$ cat src/obj_params.svh
`ifndef OBJ_PARAMS_SVH
`define OBJ_PARAMS_SVH

// sprite attribute table
`define OBJ_COUNT     64
`define OBJ_STRIDE    5
`define OBJ_TABLE_SZ  320

// visible pixels per line, one line buffer half
`define OBJ_LINE_W    256

// graphics ROM, one word holds four 4-bit pixels
`define OBJ_ROM_AW    18
`define OBJ_ROM_DW    16

`endif
$ cat src/obj_pkg.sv
`default_nettype none

package obj_pkg;

    // one byte write into the attribute table
    typedef struct packed {
        logic       we;    // write strobe
        logic [8:0] addr;  // byte address
        logic [7:0] data;
    } cpu_wr_t;

    // one pixel write into the draw buffer
    typedef struct packed {
        logic       we;    // write strobe
        logic [8:0] addr;  // x position, 256 and up is clipped
        logic [7:0] din;   // palette in 7:4, pixel in 3:0
    } line_wr_t;

    // one sprite, decoded from its five table bytes
    typedef struct packed {
        logic [13:0] code;
        logic [3:0]  pal;
        logic [2:0]  size;  // 0 16x16, 1 16x8, 2 8x16, 3 8x8, 4 32x32
        logic [7:0]  ypos;
        logic [7:0]  xpos;
        logic [5:0]  attr;  // low bits of byte 4
    } obj_attr_t;

endpackage

`default_nettype wire

$ cat src/obj_attr_ram.sv
`timescale 1ns/10ps
`default_nettype none

`include "obj_params.svh"

module obj_attr_ram import obj_pkg::*; (
    input  wire          clk,
    input  wire cpu_wr_t cpu,
    input  wire [8:0]    scan_addr,
    output logic [7:0]   scan_data
);

    logic [7:0] mem [0:`OBJ_TABLE_SZ-1];  // 64 entries of 5 bytes

    // CPU side write port
    always_ff @(posedge clk) begin
        if (cpu.we) begin
            mem[cpu.addr] <= cpu.data;
        end
    end

    // renderer side, data one cycle after the address
    always_ff @(posedge clk) begin
        scan_data <= mem[scan_addr];
    end

    // the CPU must stay inside the table
    a_cpu_addr_range: assert property (
        @(posedge clk) cpu.we |-> (cpu.addr < 9'(`OBJ_TABLE_SZ))
    ) else $error("cpu write outside attribute table, addr %h", cpu.addr);

endmodule

`default_nettype wire

$ cat config.mk
export PLATFORM = sky130hd
export DESIGN_NAME = obj_attr_ram
export DESIGN_NICKNAME = d
export VERILOG_FILES = /design/src/obj_pkg.sv /design/src/obj_attr_ram.sv
export VERILOG_INCLUDE_DIRS = /design/src
export SDC_FILE = /design/constraint.sdc
export NUM_CORES = 2
export LEC_CHECK = 0
export BUFFER_PORTS_ARGS = -buffer_cell sky130_fd_sc_hd__buf_2
export CAP_MARGIN = 10
export CORE_ASPECT_RATIO = 2
export CORE_MARGIN = 8
export CORE_UTILIZATION = 60
export DETAILED_ROUTE_END_ITERATION = 8
export PLACE_DENSITY = 0.83
export SLEW_MARGIN = 20
export SYNTH_ARGS = -nofsm -noshare
export SYNTH_HDL_FRONTEND = slang
export SYNTH_SLANG_ARGS = --single-unit
$ cat constraint.sdc
create_clock -name clk -period 3.35 [get_ports clk]
set_input_delay 0.67 -clock clk [delete_from_list [all_inputs] [get_ports clk]]
set_output_delay 0.67 -clock clk [all_outputs]
set_load 0.02 [all_outputs]
==> impl_metrics.env <==
export IMPL_dieHeight_um=592
export IMPL_synthAdderAreaFrac_pct=0
export IMPL_ant_nets=0
export IMPL_firstDrtPassIters=8
export IMPL_synth_area_leader_cell="edfxtp_1"
export IMPL_drive_gt1_share_pct=29.4
export IMPL_final_nets=5230
export IMPL_design_area_um2=113000
export IMPL_clockPowerShare_pct=37.3
export IMPL_top_level_ports=36
export IMPL_via_count=54000
export IMPL_first_global_vias=56300
export IMPL_start_kind="primary input"
export IMPL_dp_slack_ns=-1.12
export IMPL_max_freq_mhz=293
export IMPL_p_total_mw=62.3
export IMPL_hold_path_class="primary input to flop"
export IMPL_grt_max_degree=119
export IMPL_end_kind="flop"
export IMPL_cts_sinks=2568
export IMPL_htreeDepth=4
export IMPL_p_leak_nw=36.2
export IMPL_setup_viol=1
export IMPL_power_internal_mw=48.9
export IMPL_dr_wl_met2_um=145000
export IMPL_syn_avg_cell_area_um2=21.6
export IMPL_start_util_pct=60.3
export IMPL_finalCritPeriodShare_pct=102
export IMPL_hold_violations=0
export IMPL_placed_area_um2=106000
export IMPL_grt_usage_pct=32.0
export IMPL_core_um2=165000
export IMPL_p_sw_mw=13.4
export IMPL_cap_violations=0
export IMPL_clk_path_buf_depth=4
export IMPL_path_max_fanout=18
export IMPL_synth_flop_cell="edfxtp_1"
export IMPL_seq_power_share_pct=56.7
export IMPL_async_flop_share_pct=0
export IMPL_ys_seq_elements=2568
export IMPL_violations="setup timing"
export IMPL_die_w_um=304
export IMPL_drv_slew=0
export IMPL_cellPowerDensity_nw_per_um2=553
export IMPL_arrival_ns=4.13
export IMPL_rows=211
export IMPL_synth_mux_area_share_pct=16.2
export IMPL_synth_top_family_by_area="multiplexers"
export IMPL_wirelength_um=290000
export IMPL_antenna_found_initial=15
export IMPL_swShare_pct=21.5
export IMPL_gr_total_overflow=0
export IMPL_status="finished with violations"
export IMPL_wl_met1_um=79300
export IMPL_syn_nets=4634
export IMPL_drc=0
export IMPL_setup_slack_ns=-0.0629
export IMPL_rsz0062_at_grt="true"
export IMPL_cts_tree="yes"
export IMPL_tightest_slew_ns=1.01
export IMPL_portBuffers=35
export IMPL_yosysUniqueCellTypes=44
export IMPL_worstSkewPairLatency_ns=0.85
export IMPL_nFillCells=8881
export IMPL_met3_length_um=31600
export IMPL_critical_path_class="primary input to flop"
export IMPL_dr_max_layer_used="met5"
export IMPL_finalCriticalPeriod_ns=3.41
export IMPL_wl_per_cell_um=38.8
export IMPL_synth_compound_area_share_pct=2.59
export IMPL_fin_hold_ws_ns=0.223
export IMPL_synth_common_cells="2560 x edfxtp_1, 590 x mux4_2, 334 x nor2_1"
export IMPL_post_cts_buffers=0
export IMPL_combinationalPowerShare_pct=5.9
export IMPL_cts_made_buffers=195
export IMPL_max_slew_margin_pct=32.1
export IMPL_viasPerCell=7.21
export IMPL_drt_iter0_drc=8451
export IMPL_synth_xor_area_share_pct=0
export IMPL_synth_edf_count=2560
export IMPL_synth_top_area_share_pct=77.4
export IMPL_grt_first_pass_wirelength_um=408000
export IMPL_required_ns=4.07
export IMPL_yosys_top_cells_area="edfxtp_1 77%, mux4_2 13%, mux2i_1 2.8%, nor2_1 1.3%, a221oi_1 0.72%"
export IMPL_dp_hpwl_um=174000
export IMPL_yosysSeqAreaShare_pct=77.5
export IMPL_path_clk_slew_ns=0.07
export IMPL_irDropWorstVdd_uv=407
export IMPL_yosys_warnings=0
export IMPL_synth_most_common_cell="edfxtp_1"
export IMPL_synth_simple_area_share_pct=2.13
export IMPL_area_growth_pct=13.3
export IMPL_gp_congestion=0.997
export IMPL_fin_worst_skew_ns=0.0462
export IMPL_synth_area_um2=99400
export IMPL_die_area_um2=180000
export IMPL_root_buffer="clkbuf_16"
export IMPL_syn_inst=4606
-- critical path: stages --
cell and delay [ns]:
buf_8 0.18, buf_12 0.25, buf_12 0.24, buf_4 0.21, mux4_2 0.52, o21ai_1 0.32, nand4_1 0.42, buf_4 0.31
a2111oi_1 0.39, nor3_1 0.17, buf_4 0.18, o21a_1 0.19
-- kinds of logic (layout without fill, tap and decap cells) --
family	count (synthesis)	after routing
other cells	0	15
buf+inv	291	1030
mux	871	871
compound gates	371	371
flops	2568	2568
simple gates	505	505
-- registers in the layout, indices dropped and copies added (netlist names) --
name and flops:
mem 2560, scan_data 8
-- per-stage QoR --
stage | setup TNS (ns) | util [%] | std cells
after floorplan | 0 | - | 4606
after global placement | -4.40 | 64.6 | 7134
after detailed placement | -5.06 | 64.6 | 7134
after CTS | 0 | 68.3 | 7474
after global routing | -0.121 | 68.3 | 7476
final | -0.0629 | 68.4 | 7490
-- power groups by stage --
stage,Clock (mW),Sequential (mW),Combinational (mW)
floorplan,0,36.1,1.66
global placement,0,36.1,3.32
detailed placement,0,36.1,3.44
CTS,23.2,35.4,3.55
global route,24.3,35.4,3.72
finish,23.3,35.4,3.68
-- timing repair --
item	4_1_cts	5_1_grt
gates resized for setup	2	6
endpoints found under the setup margin	1	5
pin swaps	1	0
endpoints found under the hold margin	0	0
hold buffers	0	0
-- area by class of cell --
type                       count  area [um2]  share of cell area [%]
sequential                  2568       77000                    68.4
multi-input combinational   1747       20900                    18.5
timing repair buffer         688        5900                    5.24
clock buffer                 221        5020                    4.46
tap                         2130        2670                    2.37
clock inverter               119        1090                   0.969
antenna                       15        37.5                  0.0333
inverter                       2        12.5                  0.0111
-- placed cells by master (no fill, tap or decap), types with 12 or more instances in the layout --
master,n
buf_4,596
edfxtp_1,2560
o211ai_1,30
diode_2,15
a22oi_1,45
o22ai_1,28
clkbuf_16,197
a41oi_1,14
clkbuf_1,24
a221oi_1,81
nor2b_1,19
buf_12,57
clkinvlp_4,15
mux2i_1,279
o21ai_0,96
nand4_1,12
a21oi_1,25
mux4_2,590
clkinv_1,41
buf_2,24
bufinv_16,19
nor2_1,334
a211oi_1,14
nand3_1,35
clkinv_2,35
nand2_1,59
-- path summary, 6_finish.rpt --
kind                start      endpoint  slack, ns  cells after the start
max          scan_addr[0]  scan_data[7]      -0.06                     12
min reg2reg   mem[134][2]  scan_data[2]       1.14                      5
max reg2reg   mem[205][7]  scan_data[7]       0.34                      8
min                cpu[0]   mem[284][0]       0.22                      1
-- metal layers --
| metal | up-vias | track usage, % |
|---|---|---|
| met5 | - | 0 |
| met4 | 10 | 28.9 |
| met3 | 1547 | 7.67 |
| li1 | 20400 | - |
| met2 | 5019 | 54.6 |
| met1 | 27000 | 32.3 |
Power figures use the tool's default switching activity.
