### src/obj_params.svh
`ifndef OBJ_PARAMS_SVH
`define OBJ_PARAMS_SVH

// sprite attribute table
`define OBJ_COUNT     64
`define OBJ_STRIDE    5
`define OBJ_TABLE_SZ  320

// visible pixels per line, one line buffer half
`define OBJ_LINE_W    256

// graphics ROM, one word holds four 4-bit pixels
`define OBJ_ROM_AW    18
`define OBJ_ROM_DW    16

`endif
### src/obj_pkg.sv
`default_nettype none

package obj_pkg;

    // one byte write into the attribute table
    typedef struct packed {
        logic       we;    // write strobe
        logic [8:0] addr;  // byte address
        logic [7:0] data;
    } cpu_wr_t;

    // one pixel write into the draw buffer
    typedef struct packed {
        logic       we;    // write strobe
        logic [8:0] addr;  // x position, 256 and up is clipped
        logic [7:0] din;   // palette in 7:4, pixel in 3:0
    } line_wr_t;

    // one sprite, decoded from its five table bytes
    typedef struct packed {
        logic [13:0] code;
        logic [3:0]  pal;
        logic [2:0]  size;  // 0 16x16, 1 16x8, 2 8x16, 3 8x8, 4 32x32
        logic [7:0]  ypos;
        logic [7:0]  xpos;
        logic [5:0]  attr;  // low bits of byte 4
    } obj_attr_t;

endpackage

`default_nettype wire

### src/obj_line_draw.sv
`timescale 1ns/10ps
`default_nettype none

`include "obj_params.svh"

module obj_line_draw import obj_pkg::*; (
    input  wire                     clk,
    input  wire                     rst,
    input  wire                     start,      // already qualified edge
    input  wire                     lvbl,
    input  wire [8:0]               vrender,
    output logic                    done,
    output logic [8:0]              scan_addr,
    input  wire [7:0]               scan_data,
    output logic                    rom_cs,
    output logic [`OBJ_ROM_AW-1:0]  rom_addr,
    input  wire                     rom_ok,
    input  wire [`OBJ_ROM_DW-1:0]   rom_data,
    output line_wr_t                line_wr
);

    localparam logic [3:0] S_IDLE = 4'd0;
    localparam logic [3:0] S_B4   = 4'd1;   // address of byte 4 on the bus
    localparam logic [3:0] S_SIZE = 4'd2;
    localparam logic [3:0] S_Y    = 4'd3;
    localparam logic [3:0] S_CODE = 4'd4;
    localparam logic [3:0] S_PAL  = 4'd5;
    localparam logic [3:0] S_X    = 4'd6;
    localparam logic [3:0] S_ROM  = 4'd7;
    localparam logic [3:0] S_DUMP = 4'd8;
    localparam logic [3:0] S_STEP = 4'd9;
    localparam logic [3:0] S_NEXT = 4'd10;

    localparam logic [8:0] LAST_BASE = 9'((`OBJ_COUNT - 1) * `OBJ_STRIDE);

    logic [3:0]             st;
    obj_attr_t              obj;
    logic [8:0]             base;       // first byte of current entry
    logic [2:0]             byte_sel;
    logic [4:0]             vsub;       // line inside the sprite
    logic [2:0]             wcnt;       // 4-pixel group along x
    logic [1:0]             pcnt;
    logic [8:0]             xcnt;
    logic [`OBJ_ROM_DW-1:0] pxl;
    logic [5:0]             height;
    logic [2:0]             wlast;
    logic [3:0]             tile_off;
    logic [8:0]             upper;
    logic                   covers;

    assign scan_addr = base + 9'(byte_sel);
    assign rom_addr  = {obj.code + 14'(tile_off), vsub[2:0], wcnt[0]};

    always_comb begin
        case (obj.size)
            3'd1:    begin height = 6'd8;  wlast = 3'd3; end  // 16x8
            3'd2:    begin height = 6'd16; wlast = 3'd1; end  // 8x16
            3'd3:    begin height = 6'd8;  wlast = 3'd1; end  // 8x8
            3'd4:    begin height = 6'd32; wlast = 3'd7; end  // 32x32
            default: begin height = 6'd16; wlast = 3'd3; end  // 16x16
        endcase
        // 8x8 tiles laid out row by row inside the sprite
        case (wlast)
            3'd1:    tile_off = {2'b00, vsub[4:3]};
            3'd3:    tile_off = {1'b0, vsub[4:3], wcnt[1]};
            default: tile_off = {vsub[4:3], wcnt[2:1]};
        endcase
        upper  = {1'b0, scan_data} + {3'b000, height};  // ypos while in S_Y
        covers = (vrender >= {1'b0, scan_data}) && (vrender < upper);
    end

    always_ff @(posedge clk) begin
        if (rst) begin
            st         <= S_IDLE;
            done       <= 1'b1;
            rom_cs     <= 1'b0;
            line_wr.we <= 1'b0;
        end else if (start) begin
            st         <= S_B4;
            done       <= 1'b0;
            rom_cs     <= 1'b0;
            line_wr.we <= 1'b0;
            base       <= 9'd0;
            byte_sel   <= 3'd4;
        end else begin
            line_wr.we <= 1'b0;
            case (st)
                S_IDLE: ;
                S_B4: begin
                    byte_sel <= 3'd2;
                    st       <= S_SIZE;
                end
                S_SIZE: begin
                    obj.attr        <= scan_data[5:0];
                    obj.size        <= scan_data[3:1];
                    obj.code[13:12] <= scan_data[7:6];
                    byte_sel        <= 3'd0;
                    st              <= S_Y;
                end
                S_Y: begin
                    obj.ypos <= scan_data;
                    vsub     <= 5'(vrender - {1'b0, scan_data});
                    byte_sel <= 3'd1;
                    st       <= covers ? S_CODE : S_NEXT;  // skip off-line sprites
                end
                S_CODE: begin
                    obj.code[9:2] <= scan_data;
                    byte_sel      <= 3'd3;
                    st            <= S_PAL;
                end
                S_PAL: begin
                    obj.code[11:10] <= scan_data[1:0];
                    obj.code[1:0]   <= scan_data[3:2];
                    obj.pal         <= scan_data[7:4];
                    st              <= S_X;
                end
                S_X: begin
                    obj.xpos <= scan_data;
                    xcnt     <= {1'b0, scan_data};
                    wcnt     <= 3'd0;
                    rom_cs   <= 1'b1;
                    st       <= S_ROM;
                end
                S_ROM: begin
                    if (rom_ok) begin  // hold here until the ROM answers
                        pxl    <= rom_data;
                        rom_cs <= 1'b0;
                        pcnt   <= 2'd0;
                        st     <= S_DUMP;
                    end
                end
                S_DUMP: begin
                    line_wr.we   <= 1'b1;
                    line_wr.addr <= xcnt;
                    line_wr.din  <= {obj.pal, pxl[`OBJ_ROM_DW-1 -: 4]};
                    pxl          <= pxl << 4;  // msb nibble goes first
                    xcnt         <= xcnt + 9'd1;
                    pcnt         <= pcnt + 2'd1;
                    if (pcnt == 2'd3) begin
                        st <= S_STEP;
                    end
                end
                S_STEP: begin
                    if (wcnt == wlast) begin
                        st <= S_NEXT;
                    end else begin
                        wcnt   <= wcnt + 3'd1;
                        rom_cs <= 1'b1;
                        st     <= S_ROM;
                    end
                end
                S_NEXT: begin
                    if (base == LAST_BASE) begin
                        done <= 1'b1;
                        st   <= S_IDLE;
                    end else begin
                        base     <= base + 9'(`OBJ_STRIDE);
                        byte_sel <= 3'd4;
                        st       <= S_B4;
                    end
                end
                default: st <= S_IDLE;
            endcase
        end
    end

    a_rom_cs_hold: assert property (
        @(posedge clk) disable iff (rst) $fell(rom_cs) |-> ($past(rom_ok) || $past(start))
    ) else $error("rom_cs dropped before rom_ok");

    a_no_write_when_done: assert property (
        @(posedge clk) disable iff (rst) !(line_wr.we && done)
    ) else $error("pixel write after scan end");

    // the top level only lets start through during active display
    a_start_in_active: assert property (
        @(posedge clk) disable iff (rst) start |-> lvbl
    ) else $error("scan started during blanking");

endmodule

`default_nettype wire

### config.mk
export PLATFORM = sky130hd
export DESIGN_NAME = obj_line_draw
export DESIGN_NICKNAME = d
export VERILOG_FILES = /design/src/obj_pkg.sv /design/src/obj_line_draw.sv
export VERILOG_INCLUDE_DIRS = /design/src
export SDC_FILE = /design/constraint.sdc
export NUM_CORES = 1
export LEC_CHECK = 0
export ABC_CLOCK_PERIOD_IN_PS = 4700
export BUFFER_PORTS_ARGS = -buffer_cell sky130_fd_sc_hd__buf_2
export CORE_UTILIZATION = 45
export CTS_CLUSTER_DIAMETER = 80
export CTS_CLUSTER_SIZE = 25
export DETAILED_ROUTE_END_ITERATION = 7
export GPL_TIMING_DRIVEN = 0
export PLACE_DENSITY = 0.74
export RECOVER_POWER = 25
export SLEW_MARGIN = 25
export SYNTH_ARGS = -nofsm -noshare
export SYNTH_HDL_FRONTEND = slang
export SYNTH_SLANG_ARGS = --single-unit
export TNS_END_PERCENT = 10
### constraint.sdc
create_clock -name clk -period 4.7 [get_ports clk]
set_clock_uncertainty 0.15 [all_clocks]
set_input_delay 0.47 -clock clk [delete_from_list [all_inputs] [get_ports clk]]
set_output_delay 0.47 -clock clk [all_outputs]
set_load 0.01 [all_outputs]
==> metrics.txt <==
Syn-to-layout area delta=16.2%; Final Net Count=610; effective utilization at floorplan=0.470; RePlAce Congestion=0.898; register bit count reported by yosys=92; largest family of logic cells by synthesized area=simple AND/OR/NAND/NOR gates; Sw Share=0.243; filler instances=976; PostCTS Resize Cnt=0; Total GRT Usage=0.184; largest area contributor in the netlist=edfxtp_1; clock sinks=92; P_leak=2.32 nW; share of layout cells above drive strength 1=0.193; most frequent cells in the layout=edfxtp_1 (85), buf_2 (70), nand2_1 (57); Net Switching=0.392 mW; synth warn=0; post-layout min period=3600 ps; Reg2Reg Setup Slack=1190 ps; RSZ-0062 raised after global routing=no; number of max-cap violations=0; number of synthesized flops with an enable pin=85; Top FF cell, synth=edfxtp_1; Max Root-Sink Buffers=2; P per Cell Area=281 nW/um2; CP Data Required Time=4080 ps; clock tree from TritonCTS=built; 1st-iter DRT viols=148; PortBufs=83; vias in the first global route=3404; syn nets=514; Final Hold Vio Count=0; Combinational Power Share=0.099; sequential-to-total area share from yosys stat=0.547; Post-Synth XOR/XNOR Area=0.0676; Routed WL per cell=15.0 um; largest net degree at the start of global routing=17; Critical Path Sink Type=output port; most common cell after layout, fill and taps aside=edfxtp_1; Clock Pin Slew Worst Setup and Hold Paths=100 ps; root buf cell=clkbuf_8; setup TNS=0 ps; Setup crit start kind=flip-flop; sequential power share=0.563; routed wire length=10200 um; # DRC=0; initial antenna violation count=0; Worst EP arrival=2980 ps; postcts setup bufs=0; first-pass GRT wire length=16000 um; CP max FO=4; Slew @ Worst Pin=783 ps; Yosys top cell area share=0.519; simple-gate share of the synthesized area=0.166; cts hold-fix bufs=0; # setup viols final=0; diodes inserted=0; mapped cell area=4920 um2; synth unique cells=55; fin crit share=0.766; Slew headroom=0.477; GR Overflow Total=0; Rows=37; maximum operating frequency=0.278 GHz; Setup CP Type=flip-flop to output port; I/O pin count=85; mux share of post-synthesis cell area=0.00432; Final ANT Viol Nets=0; share of flip-flops with an asynchronous set or reset=0; status=completed; Clock power frac=0.337; internal power=1.22 mW; area of the core=10500 um2; largest cells by area after synthesis=edfxtp_1 (52%), ha_1 (7.1%), nand2_1 (4.3%); Synth Instances=444; vias per cell=5.26; Mean Syn Cell Area=11.1 um2; fin. max-slew vios=0; drt first pass iters=5; Num CTS Buffers=9; complex-gate fraction of the synthesized area=0.0898; die height=107 um; die area=11400 um2; hold crit path type=input pin to flip-flop; worst-skew pair later-pin latency=360 ps; Post-Synth Adder-Cell Area=0.0875; DR vias=3580; H-tree depth=3; DP Wirelength=7510 um; hold_ws=211 ps; Die Width=107 um; VDD IR-drop max=139 uV
flip-flops by register name, summed over array words and instances (netlist names), 4 cells and up:
signal and cells:
xcnt 9, st 4, obj 21, base 9, line_wr 18, vsub 5, pxl 16
synthesized netlist by cell type, types with 11 or more instances:
cell      number
nor2_1        45
nand2_1       57
xor2_1        17
a21oi_1       24
xnor2_1       21
clkbuf_1      11
edfxtp_1      85
ha_1          28
inv_1         26
nor2b_1       11
nand3_1       11
o21ai_0       16
kinds of logic (layout without fill, tap and decap cells):
| group | count (synthesis) | after routing |
|---|---|---|
| mux | 2 | 2 |
| simple gates | 167 | 167 |
| fa+ha+maj | 32 | 32 |
| flops | 92 | 92 |
| xor+xnor | 38 | 38 |
| compound gates | 68 | 68 |
| buf+inv | 45 | 146 |
power groups by stage:
stage                     registers, mW  logic, mW  clock network (mW)
after floorplan                   0.924      0.104                   0
after global placement            0.925      0.155                   0
after detailed placement          0.926      0.160                   0
after CTS                         0.907      0.162               0.555
after global routing              0.908      0.179               0.579
final                             0.907      0.160               0.543
final timing paths:
kind / start / endpoint / cells past startpoint
worst max register to register: obj[23] / st[1] / 14
worst min-delay path: rst / st[0] / 2
worst max-delay path: obj[22] / rom_addr[17] / 11
worst min register to register: pxl[14] / line_wr[2] / 0
critical path, stage by stage, from the launching register on:
cell and delay (ps):
edfxtp_1 450, nand2b_1 220, mux2i_1 140, o21ai_0 350, ha_1 310, a21o_1 170
a21o_1 190, a21oi_1 240, nor2_1 130, nand4_1 150, xnor2_1 120, buf_2 140
stage by stage:
stage	utilization	area [um2]	power (mW)	setup WS (ps)	cells
final	0.547	5720	1.61	1100	681
after global placement	0.526	5510	1.08	1330	663
after floorplan	-	4920	1.03	1610	444
after global routing	0.547	5720	1.67	859	681
after detailed placement	0.530	5540	1.09	1280	665
after CTS	0.549	5740	1.62	1080	681
routing by layer:
metal	vias up	share of wire	track usage
met2	109	0.49	0.304
met3	21	0.053	0.0413
met1	1699	0.43	0.230
met5	-	0	0
li1	1751	-	-
met4	0	0.025	0.0851
area by class of cell:
cell class	instances	area, um2	area share
flip-flops and latches	92	2690	0.471
multi-input cells	307	2050	0.359
repair buffers	85	418	0.0731
well taps	136	170	0.0298
clock buffers	9	124	0.0217
inverters	26	97.6	0.0171
plain buffers	19	90.1	0.0158
clock inverters	7	75.1	0.0131
Power figures use the tool's default switching activity.
